File: src/hdl/nabp_pkg.sv
`default_nettype none

package nabp_pkg;

    // line and run geometry
    localparam int LINE_LEN   = 8;
    localparam int NUM_ANGLES = 4;

    // datapath widths
    localparam int SAMPLE_W = 16;
    localparam int ADDR_W   = 12;
    localparam int OFFS_W   = $clog2(LINE_LEN);
    localparam int ANGLE_W  = $clog2(NUM_ANGLES);

    // one projection sample
    typedef logic [SAMPLE_W-1:0] sample_t;

    // rotation of the detector line, also the shifter read start
    typedef logic [OFFS_W-1:0] offset_t;

    // pixel address, wraps modulo 2**ADDR_W
    typedef logic [ADDR_W-1:0] addr_t;

    // per-angle parameter set held in the table
    typedef struct packed {
        offset_t sh_accu_base;
        addr_t   mp_accu_init;
        addr_t   mp_accu_base;
    } angle_param_t;

    // one update leaving towards the pixel memory
    typedef struct packed {
        addr_t   addr;
        sample_t value;
    } pixel_update_t;

    // controller states
    typedef enum logic [1:0] {
        READY     = 2'd0,
        FILL      = 2'd1,
        FILL_DONE = 2'd2,
        SHIFT     = 2'd3
    } ctrl_state_t;

endpackage

`default_nettype wire

File: src/hdl/nabp_swap_control.sv
`timescale 1ns/1ps
`default_nettype none

module nabp_swap_control
    import nabp_pkg::*;
(
    input  wire                 clk,
    input  wire                 reset_n,
    // configuration port
    input  wire                 cfg_valid,
    input  wire [ANGLE_W-1:0]   cfg_index,
    input  angle_param_t        cfg_param,
    // run control
    input  wire                 start,
    // requests from state control
    input  wire                 sw_next_itr,
    input  wire                 sw_swap,
    // answers to state control
    output logic                sw_next_itr_ack,
    output logic                sw_swap_ack,
    output angle_param_t        sw_param,
    output logic                run_last
);

    // per-angle parameter table
    angle_param_t         param_table [NUM_ANGLES];

    logic                 run_active;
    logic [ANGLE_W-1:0]   angle;
    logic                 angle_is_last;

    assign angle_is_last = (angle == ANGLE_W'(NUM_ANGLES - 1));

    // table writes only outside a run
    always_ff @(posedge clk)
    begin
        if (cfg_valid && !run_active)
        begin
            param_table[cfg_index] <= cfg_param;
        end
    end

    // run flag and angle counter
    always_ff @(posedge clk)
    begin
        if (!reset_n)
        begin
            run_active <= 1'b0;
            angle      <= '0;
        end
        else if (start)
        begin
            run_active <= 1'b1;
            angle      <= '0;
        end
        else if (sw_swap_ack)
        begin
            // counter parks on the final angle so run_last covers its shift
            if (angle_is_last)
                run_active <= 1'b0;
            else
                angle <= angle + 1'b1;
        end
    end

    // swap ack one cycle after the request, single pulse
    always_ff @(posedge clk)
    begin
        if (!reset_n)
            sw_swap_ack <= 1'b0;
        else
            sw_swap_ack <= sw_swap && !sw_swap_ack;
    end

    // iteration ack while angles remain
    assign sw_next_itr_ack = run_active && sw_next_itr;

    // parameters of the angle being served
    assign sw_param = param_table[angle];

    // final angle swapped in and run closed, so the shift in progress is the last
    assign run_last = angle_is_last && !run_active;

endmodule

`default_nettype wire

File: src/hdl/nabp_state_control.sv
`timescale 1ns/1ps
`default_nettype none

module nabp_state_control
    import nabp_pkg::*;
(
    input  wire             clk,
    input  wire             reset_n,
    // from swap control
    input  angle_param_t    sw_param,
    input  wire             sw_next_itr_ack,
    input  wire             sw_swap_ack,
    // from shifter
    input  wire             sh_fill_done,
    input  wire             sh_shift_done,
    // final angle of the run in progress
    input  wire             run_last,
    // to swap control
    output logic            sw_next_itr,
    output logic            sw_swap,
    // to shifter
    output logic            sh_fill_kick,
    output logic            sh_shift_kick,
    output offset_t         sh_accu_base,
    // to mapper
    output addr_t           mp_accu_init,
    output addr_t           mp_accu_base,
    // end of run
    output logic            done
);

    ctrl_state_t state;
    ctrl_state_t next_state;
    logic        done_pend;

    always_ff @(posedge clk)
    begin
        if (!reset_n)
            state <= READY;
        else
            state <= next_state;
    end

    // keep refreshing while idle, last value is the one from the ack cycle
    always_ff @(posedge clk)
    begin
        if (state == READY)
        begin
            sh_accu_base <= sw_param.sh_accu_base;
            mp_accu_init <= sw_param.mp_accu_init;
            mp_accu_base <= sw_param.mp_accu_base;
        end
    end

    always_comb
    begin
        next_state = state;
        unique case (state)
            READY:
                if (sw_next_itr_ack)
                    next_state = FILL;
            FILL:
                if (sh_fill_done)
                    next_state = FILL_DONE;
            FILL_DONE:
                if (sw_swap_ack)
                    next_state = SHIFT;
            SHIFT:
                if (sh_shift_done)
                    next_state = READY;
        endcase
    end

    // requests and kicks decoded from state and transition
    assign sw_next_itr   = reset_n && (state == READY);
    assign sw_swap       = (state == FILL_DONE);
    assign sh_fill_kick  = (state != FILL) && (next_state == FILL);
    assign sh_shift_kick = (state != SHIFT) && (next_state == SHIFT);

    // two stages so done trails the mapper's last update by a cycle
    always_ff @(posedge clk)
    begin
        if (!reset_n)
        begin
            done_pend <= 1'b0;
            done      <= 1'b0;
        end
        else
        begin
            done_pend <= (state == SHIFT) && sh_shift_done && run_last;
            done      <= done_pend;
        end
    end

endmodule

`default_nettype wire

File: src/hdl/nabp_shifter.sv
`timescale 1ns/1ps
`default_nettype none

module nabp_shifter
    import nabp_pkg::*;
(
    input  wire         clk,
    input  wire         reset_n,
    // phase kicks from state control
    input  wire         fill_kick,
    input  wire         shift_kick,
    input  offset_t     accu_base,
    // projection stream
    input  wire         proj_valid,
    input  sample_t     proj_sample,
    output logic        proj_ready,
    output logic        fill_done,
    // rotated line out
    output logic        sh_valid,
    output sample_t     sh_sample,
    output logic        shift_done
);

    sample_t    line_buf [LINE_LEN];

    offset_t    wr_ptr;
    offset_t    rd_ptr;
    offset_t    out_cnt;
    logic       shift_active;
    logic       accept;

    // samples outside the fill window are dropped here
    assign accept    = proj_ready && proj_valid;
    assign fill_done = accept && (wr_ptr == OFFS_W'(LINE_LEN - 1));

    always_ff @(posedge clk)
    begin
        if (accept)
        begin
            line_buf[wr_ptr] <= proj_sample;
        end
    end

    // fill phase
    always_ff @(posedge clk)
    begin
        if (!reset_n)
        begin
            proj_ready <= 1'b0;
            wr_ptr     <= '0;
        end
        else if (fill_kick)
        begin
            proj_ready <= 1'b1;
            wr_ptr     <= '0;
        end
        else if (accept)
        begin
            wr_ptr <= wr_ptr + 1'b1;
            if (fill_done)
                proj_ready <= 1'b0;
        end
    end

    // shift phase, read pointer wraps around the line
    always_ff @(posedge clk)
    begin
        if (!reset_n)
        begin
            shift_active <= 1'b0;
            rd_ptr       <= '0;
            out_cnt      <= '0;
        end
        else if (shift_kick)
        begin
            shift_active <= 1'b1;
            rd_ptr       <= accu_base;
            out_cnt      <= '0;
        end
        else if (shift_active)
        begin
            rd_ptr  <= rd_ptr + 1'b1;
            out_cnt <= out_cnt + 1'b1;
            if (shift_done)
                shift_active <= 1'b0;
        end
    end

    assign sh_valid   = shift_active;
    assign sh_sample  = line_buf[rd_ptr];
    assign shift_done = shift_active && (out_cnt == OFFS_W'(LINE_LEN - 1));

endmodule

`default_nettype wire

File: src/hdl/nabp_mapper.sv
`timescale 1ns/1ps
`default_nettype none

module nabp_mapper
    import nabp_pkg::*;
(
    input  wire             clk,
    input  wire             reset_n,
    // per-angle address start and step
    input  addr_t           accu_init,
    input  addr_t           accu_base,
    // sample stream from the shifter
    input  wire             sh_valid,
    input  sample_t         sh_sample,
    // pixel updates
    output logic            pix_valid,
    output pixel_update_t   pix
);

    addr_t accu;

    // address accumulator, preloaded between lines
    always_ff @(posedge clk)
    begin
        if (sh_valid)
            accu <= accu + accu_base;
        else
            accu <= accu_init;
    end

    // update payload, current address before the step is added
    always_ff @(posedge clk)
    begin
        if (sh_valid)
        begin
            pix.addr  <= accu;
            pix.value <= sh_sample;
        end
    end

    always_ff @(posedge clk)
    begin
        if (!reset_n)
            pix_valid <= 1'b0;
        else
            pix_valid <= sh_valid;
    end

endmodule

`default_nettype wire

File: src/hdl/nabp_top.sv
`timescale 1ns/1ps
`default_nettype none

module nabp_top
    import nabp_pkg::*;
(
    input  wire                 clk,
    input  wire                 reset_n,
    // configuration
    input  wire                 cfg_valid,
    input  wire [ANGLE_W-1:0]   cfg_index,
    input  angle_param_t        cfg_param,
    // run control
    input  wire                 start,
    output logic                done,
    // projection input
    output logic                proj_ready,
    input  wire                 proj_valid,
    input  sample_t             proj_sample,
    // pixel output
    output logic                pix_valid,
    output pixel_update_t       pix
);

    // swap control handshake
    logic           sw_next_itr;
    logic           sw_next_itr_ack;
    logic           sw_swap;
    logic           sw_swap_ack;
    angle_param_t   sw_param;
    logic           run_last;

    // shifter handshake
    logic           sh_fill_kick;
    logic           sh_shift_kick;
    logic           sh_fill_done;
    logic           sh_shift_done;
    offset_t        sh_accu_base;
    logic           sh_valid;
    sample_t        sh_sample;

    // mapper bases
    addr_t          mp_accu_init;
    addr_t          mp_accu_base;

    nabp_swap_control u_swap_control (
        .clk             (clk),
        .reset_n         (reset_n),
        .cfg_valid       (cfg_valid),
        .cfg_index       (cfg_index),
        .cfg_param       (cfg_param),
        .start           (start),
        .sw_next_itr     (sw_next_itr),
        .sw_swap         (sw_swap),
        .sw_next_itr_ack (sw_next_itr_ack),
        .sw_swap_ack     (sw_swap_ack),
        .sw_param        (sw_param),
        .run_last        (run_last)
    );

    nabp_state_control u_state_control (
        .clk             (clk),
        .reset_n         (reset_n),
        .sw_param        (sw_param),
        .sw_next_itr_ack (sw_next_itr_ack),
        .sw_swap_ack     (sw_swap_ack),
        .sh_fill_done    (sh_fill_done),
        .sh_shift_done   (sh_shift_done),
        .run_last        (run_last),
        .sw_next_itr     (sw_next_itr),
        .sw_swap         (sw_swap),
        .sh_fill_kick    (sh_fill_kick),
        .sh_shift_kick   (sh_shift_kick),
        .sh_accu_base    (sh_accu_base),
        .mp_accu_init    (mp_accu_init),
        .mp_accu_base    (mp_accu_base),
        .done            (done)
    );

    nabp_shifter u_shifter (
        .clk         (clk),
        .reset_n     (reset_n),
        .fill_kick   (sh_fill_kick),
        .shift_kick  (sh_shift_kick),
        .accu_base   (sh_accu_base),
        .proj_valid  (proj_valid),
        .proj_sample (proj_sample),
        .proj_ready  (proj_ready),
        .fill_done   (sh_fill_done),
        .sh_valid    (sh_valid),
        .sh_sample   (sh_sample),
        .shift_done  (sh_shift_done)
    );

    nabp_mapper u_mapper (
        .clk       (clk),
        .reset_n   (reset_n),
        .accu_init (mp_accu_init),
        .accu_base (mp_accu_base),
        .sh_valid  (sh_valid),
        .sh_sample (sh_sample),
        .pix_valid (pix_valid),
        .pix       (pix)
    );

endmodule

`default_nettype wire

File: config.mk
export PLATFORM = sky130hd
export DESIGN_NAME = nabp_top
export DESIGN_NICKNAME = d
export VERILOG_FILES = /design/src/hdl/nabp_pkg.sv /design/src/hdl/nabp_swap_control.sv /design/src/hdl/nabp_state_control.sv /design/src/hdl/nabp_shifter.sv /design/src/hdl/nabp_mapper.sv /design/src/hdl/nabp_top.sv
export SDC_FILE = /design/constraint.sdc
export NUM_CORES = 1
export LEC_CHECK = 0
export BUFFER_PORTS_ARGS = -buffer_cell sky130_fd_sc_hd__buf_2
export CAP_MARGIN = 5
export CORE_MARGIN = 2
export CORE_UTILIZATION = 60
export CTS_CLUSTER_SIZE = 16
export DETAILED_ROUTE_END_ITERATION = 6
export GPL_TIMING_DRIVEN = 0
export MAX_ROUTING_LAYER = met4
export PLACE_DENSITY = 0.79
export SLEW_MARGIN = 30
export SYNTH_ARGS = -nofsm -noshare
export SYNTH_HDL_FRONTEND = slang
export SYNTH_SLANG_ARGS = --single-unit
File: constraint.sdc
create_clock -name clk -period 4.1 [get_ports clk]
set_input_delay 0.615 -clock clk [delete_from_list [all_inputs] [get_ports clk]]
set_output_delay 0.615 -clock clk [all_outputs]
set_load 0.02 [all_outputs]
==> metrics.md <==
| Metric | Value |
|---|---|
| GRT Overall Usage | 0.220 |
| Synth Flop Type | edfxtp_1 |
| Status | completed |
| Required @ worst endpoint | 4.52 ns |
| Most frequent cell after synthesis | edfxtp_1 |
| Clk_skew | 0.0124 ns |
| Worst endpoint data arrival time | 2.75 ns |
| FILL cells | 1212 |
| Clk slew on worst S/H paths | 0.06 ns |
| RSZ-0062 raised after global routing | no |
| # DRC | 0 |
| Post-CTS Resized | 0 |
| Htree depth | 1 |
| Worst Path Max Fanout | 4 |
| Synth top area share | 0.710 |
| TritonRoute pass-1 iters | 5 |
| Post-DR wirelength/cell | 22.0 um |
| Pwr Density | 455 nW/um^2 |
| Vias in the first global route | 6344 |
| Final Cycle Share | 0.568 |
| # Post-CTS Setup Buffers | 0 |
| Synth top cells by count | edfxtp_1, mux4_2, dfxtp_1 |
| Netlist area before placement | 12300 um^2 |
| Hold buffers post-CTS | 0 |
| Net Sw Frac | 0.195 |
| Top Ports | 81 |
| Post-Route WL | 22500 um |
| Syn_area_per_cell | 20.5 um^2 |
| Final Setup Violations | 0 |
| Core Region | 20200 um^2 |
| Number of antenna violations at the first check in global routing | 0 |
| Yosys warnings | 0 |
| Non-filler cells, final | 1024 |
| Global-route wire length before repair | 35300 um |
| #FFs+latches synth | 323 |
| TritonCTS Buffers | 30 |
| Buffers added on ports | 80 |
| Post-synth ARST share | 0 |
| Relative slew slack | 0.500 |
| Layout net count | 799 |
| Flop pwr share | 0.567 |
| Die Height | 147 um |
| Root Buffer | clkbuf_16 |
| Critical path startpoint category | flop |
| Row cnt | 52 |
| Leading area contributor after synthesis | edfxtp_1 |
| Max cap viols | 0 |
| Comb pwr share | 0.034 |
| Synthesized instance count | 601 |
| Largest cells by area after synthesis | edfxtp_1, mux4_2, mux4_1 |
| CTS Buffer Depth | 3 |
| Share of layout cells above drive strength 1 | 0.290 |
| Fin util | 0.707 |
| Switching power total | 1.27 mW |
| Gr ovfl total | 0 |
| Synth unique cells | 46 |
| Internal Pwr Total | 5.22 mW |
| TritonCTS clock tree | yes |
| Worst slew pin tran | 0.750 ns |
| Worst Path Class, Setup | reg2reg |
| Leak | 4.85 nW |
| Hold Path Class | in2reg |
| Worst-Skew Late Latency | 0.55 ns |
| CP Capture Type | flop |
| Worst VDD drop | 0.447 mV |
| Fin crit period | 2.33 ns |
| Antenna cells | 0 |
| Die width | 147 um |
| Routability congestion estimate | 0.856 |
| Final hold violation count | 0 |
| Placed insts | 969 |
| Initial Util | 0.611 |
| DRT iter0 DRCs | 407 |
| Fmax achieved | 0.429 GHz |
| Fin. max-slew vios | 0 |
| Mapped Nets | 669 |
| TritonCTS Sinks | 323 |
| Post-DRT Antenna Nets | 0 |
| Area Overhead vs Synth | 15.9% |
| Vias per Instance | 5.92 |
| Total Negative Setup Slacks | 0 ns |
| Full die area | 21700 um^2 |
| DP HPWL | 14900 um |
| Via total after detailed routing | 6059 |
| Clock Power Share | 0.399 |
| Largest net degree at the start of global routing | 28 |
| Sequential fraction of the synthesis area | 0.762 |
| Post-synth EDFFs | 291 |
layout make-up:
cell class	count	area (um^2)	share of cell area
Clock inverter	12	87.6	0.00614
Clock buffer	43	841	0.0589
Buffer	25	135	0.00947
Timing Repair Buffer	98	608	0.0426
Sequential cell	323	9380	0.657
Inverter	6	22.5	0.00158
Multi-Input combinational cell	247	2860	0.200
Tap cell	270	338	0.0237
power by group through the flow:
stage / Clock (mW) / Combinational, mW / Sequential (mW)
after floorplan: 0 / 0.117 / 3.74
after global placement: 0 / 0.187 / 3.74
after detailed placement: 0 / 0.220 / 3.74
after CTS: 2.63 / 0.222 / 3.68
after global routing: 2.77 / 0.246 / 3.68
final: 2.59 / 0.223 / 3.67
cell families (layout without fill, tap and decap cells):
logic type	after synthesis	after routing	share of synthesized area
DFF	323	323	0.762
muxes	84	84	0.138
and+or+nand+nor	84	84	0.0326
AOI/OAI and AO/OA	52	52	0.0295
buffers and inverters	31	184	0.0128
adders and majority gates	18	18	0.0189
xor gates and xnor gates	9	9	0.00640
per-layer routing:
metal	vias up	track usage	share of wire
met4	0	0.0423	0.015
met5	-	-	0
li1	2727	-	-
met1	3104	0.271	0.39
met2	200	0.395	0.54
met3	28	0.0326	0.051
cells in the final DEF (no fill, tap or decap), types with 5 or more instances in the layout:
| master | count |
|---|---|
| buf_4 | 12 |
| nand3_1 | 9 |
| nor2b_1 | 7 |
| clkbuf_16 | 31 |
| mux2_2 | 20 |
| nand2b_1 | 6 |
| nand2_1 | 26 |
| o21ai_0 | 7 |
| mux2i_1 | 5 |
| nor2_4 | 6 |
| a21o_1 | 6 |
| inv_1 | 6 |
| dfxtp_1 | 31 |
| xnor2_1 | 6 |
| clkbuf_1 | 22 |
| mux4_1 | 26 |
| nor2_1 | 11 |
| a21oi_1 | 10 |
| ha_1 | 17 |
| edfxtp_1 | 291 |
| buf_2 | 89 |
| clkinv_1 | 5 |
| mux4_2 | 33 |
sequential cells by signal (all words and copies together) (netlist names), 2 cells and up:
signal	count
u_swap_control.param_table	108
u_shifter.rd_ptr	3
u_state_control.mp_accu_init	12
u_state_control.sh_accu_base	3
u_mapper.pix	28
u_shifter.line_buf	128
u_state_control.state	2
u_shifter.wr_ptr	3
u_mapper.accu	12
u_swap_control.angle	2
u_state_control.mp_accu_base	12
u_shifter.out_cnt	3
worst max-delay path, stage by stage (launching register included):
cell,delay (ns)
edfxtp_1,0.37
ha_1,0.26
fa_1,0.46
a211oi_1,0.38
o21a_1,0.26
nor2_1,0.08
o311ai_0,0.39
metrics by stage:
stage	hold slack (ns)	worst slack (ns)	total power, mW	area [um^2]
2_1_floorplan	0.412	0.777	3.86	12300
3_3_place_gp	0.421	-0.611	3.93	13100
3_5_place_dp	0.421	1.67	3.96	13300
4_1_cts	0.260	1.82	6.53	14300
5_1_grt	0.261	1.59	6.69	14300
6_report	0.285	1.77	6.49	14300
worst paths after layout:
check / startpoint / end / slack, ns / depth (start not counted)
setup / recovery: u_state_control.mp_accu_base[0] / u_mapper.accu[8] / 1.77 / 6
hold / removal: cfg_param[6] / u_swap_control.param_table[2][6] / 0.28 / 1
setup reg to reg: u_state_control.mp_accu_base[0] / u_mapper.accu[8] / 1.77 / 6
hold reg to reg: u_mapper.accu[8] / u_mapper.pix[24] / 0.43 / 0
Power figures use the tool's default switching activity.
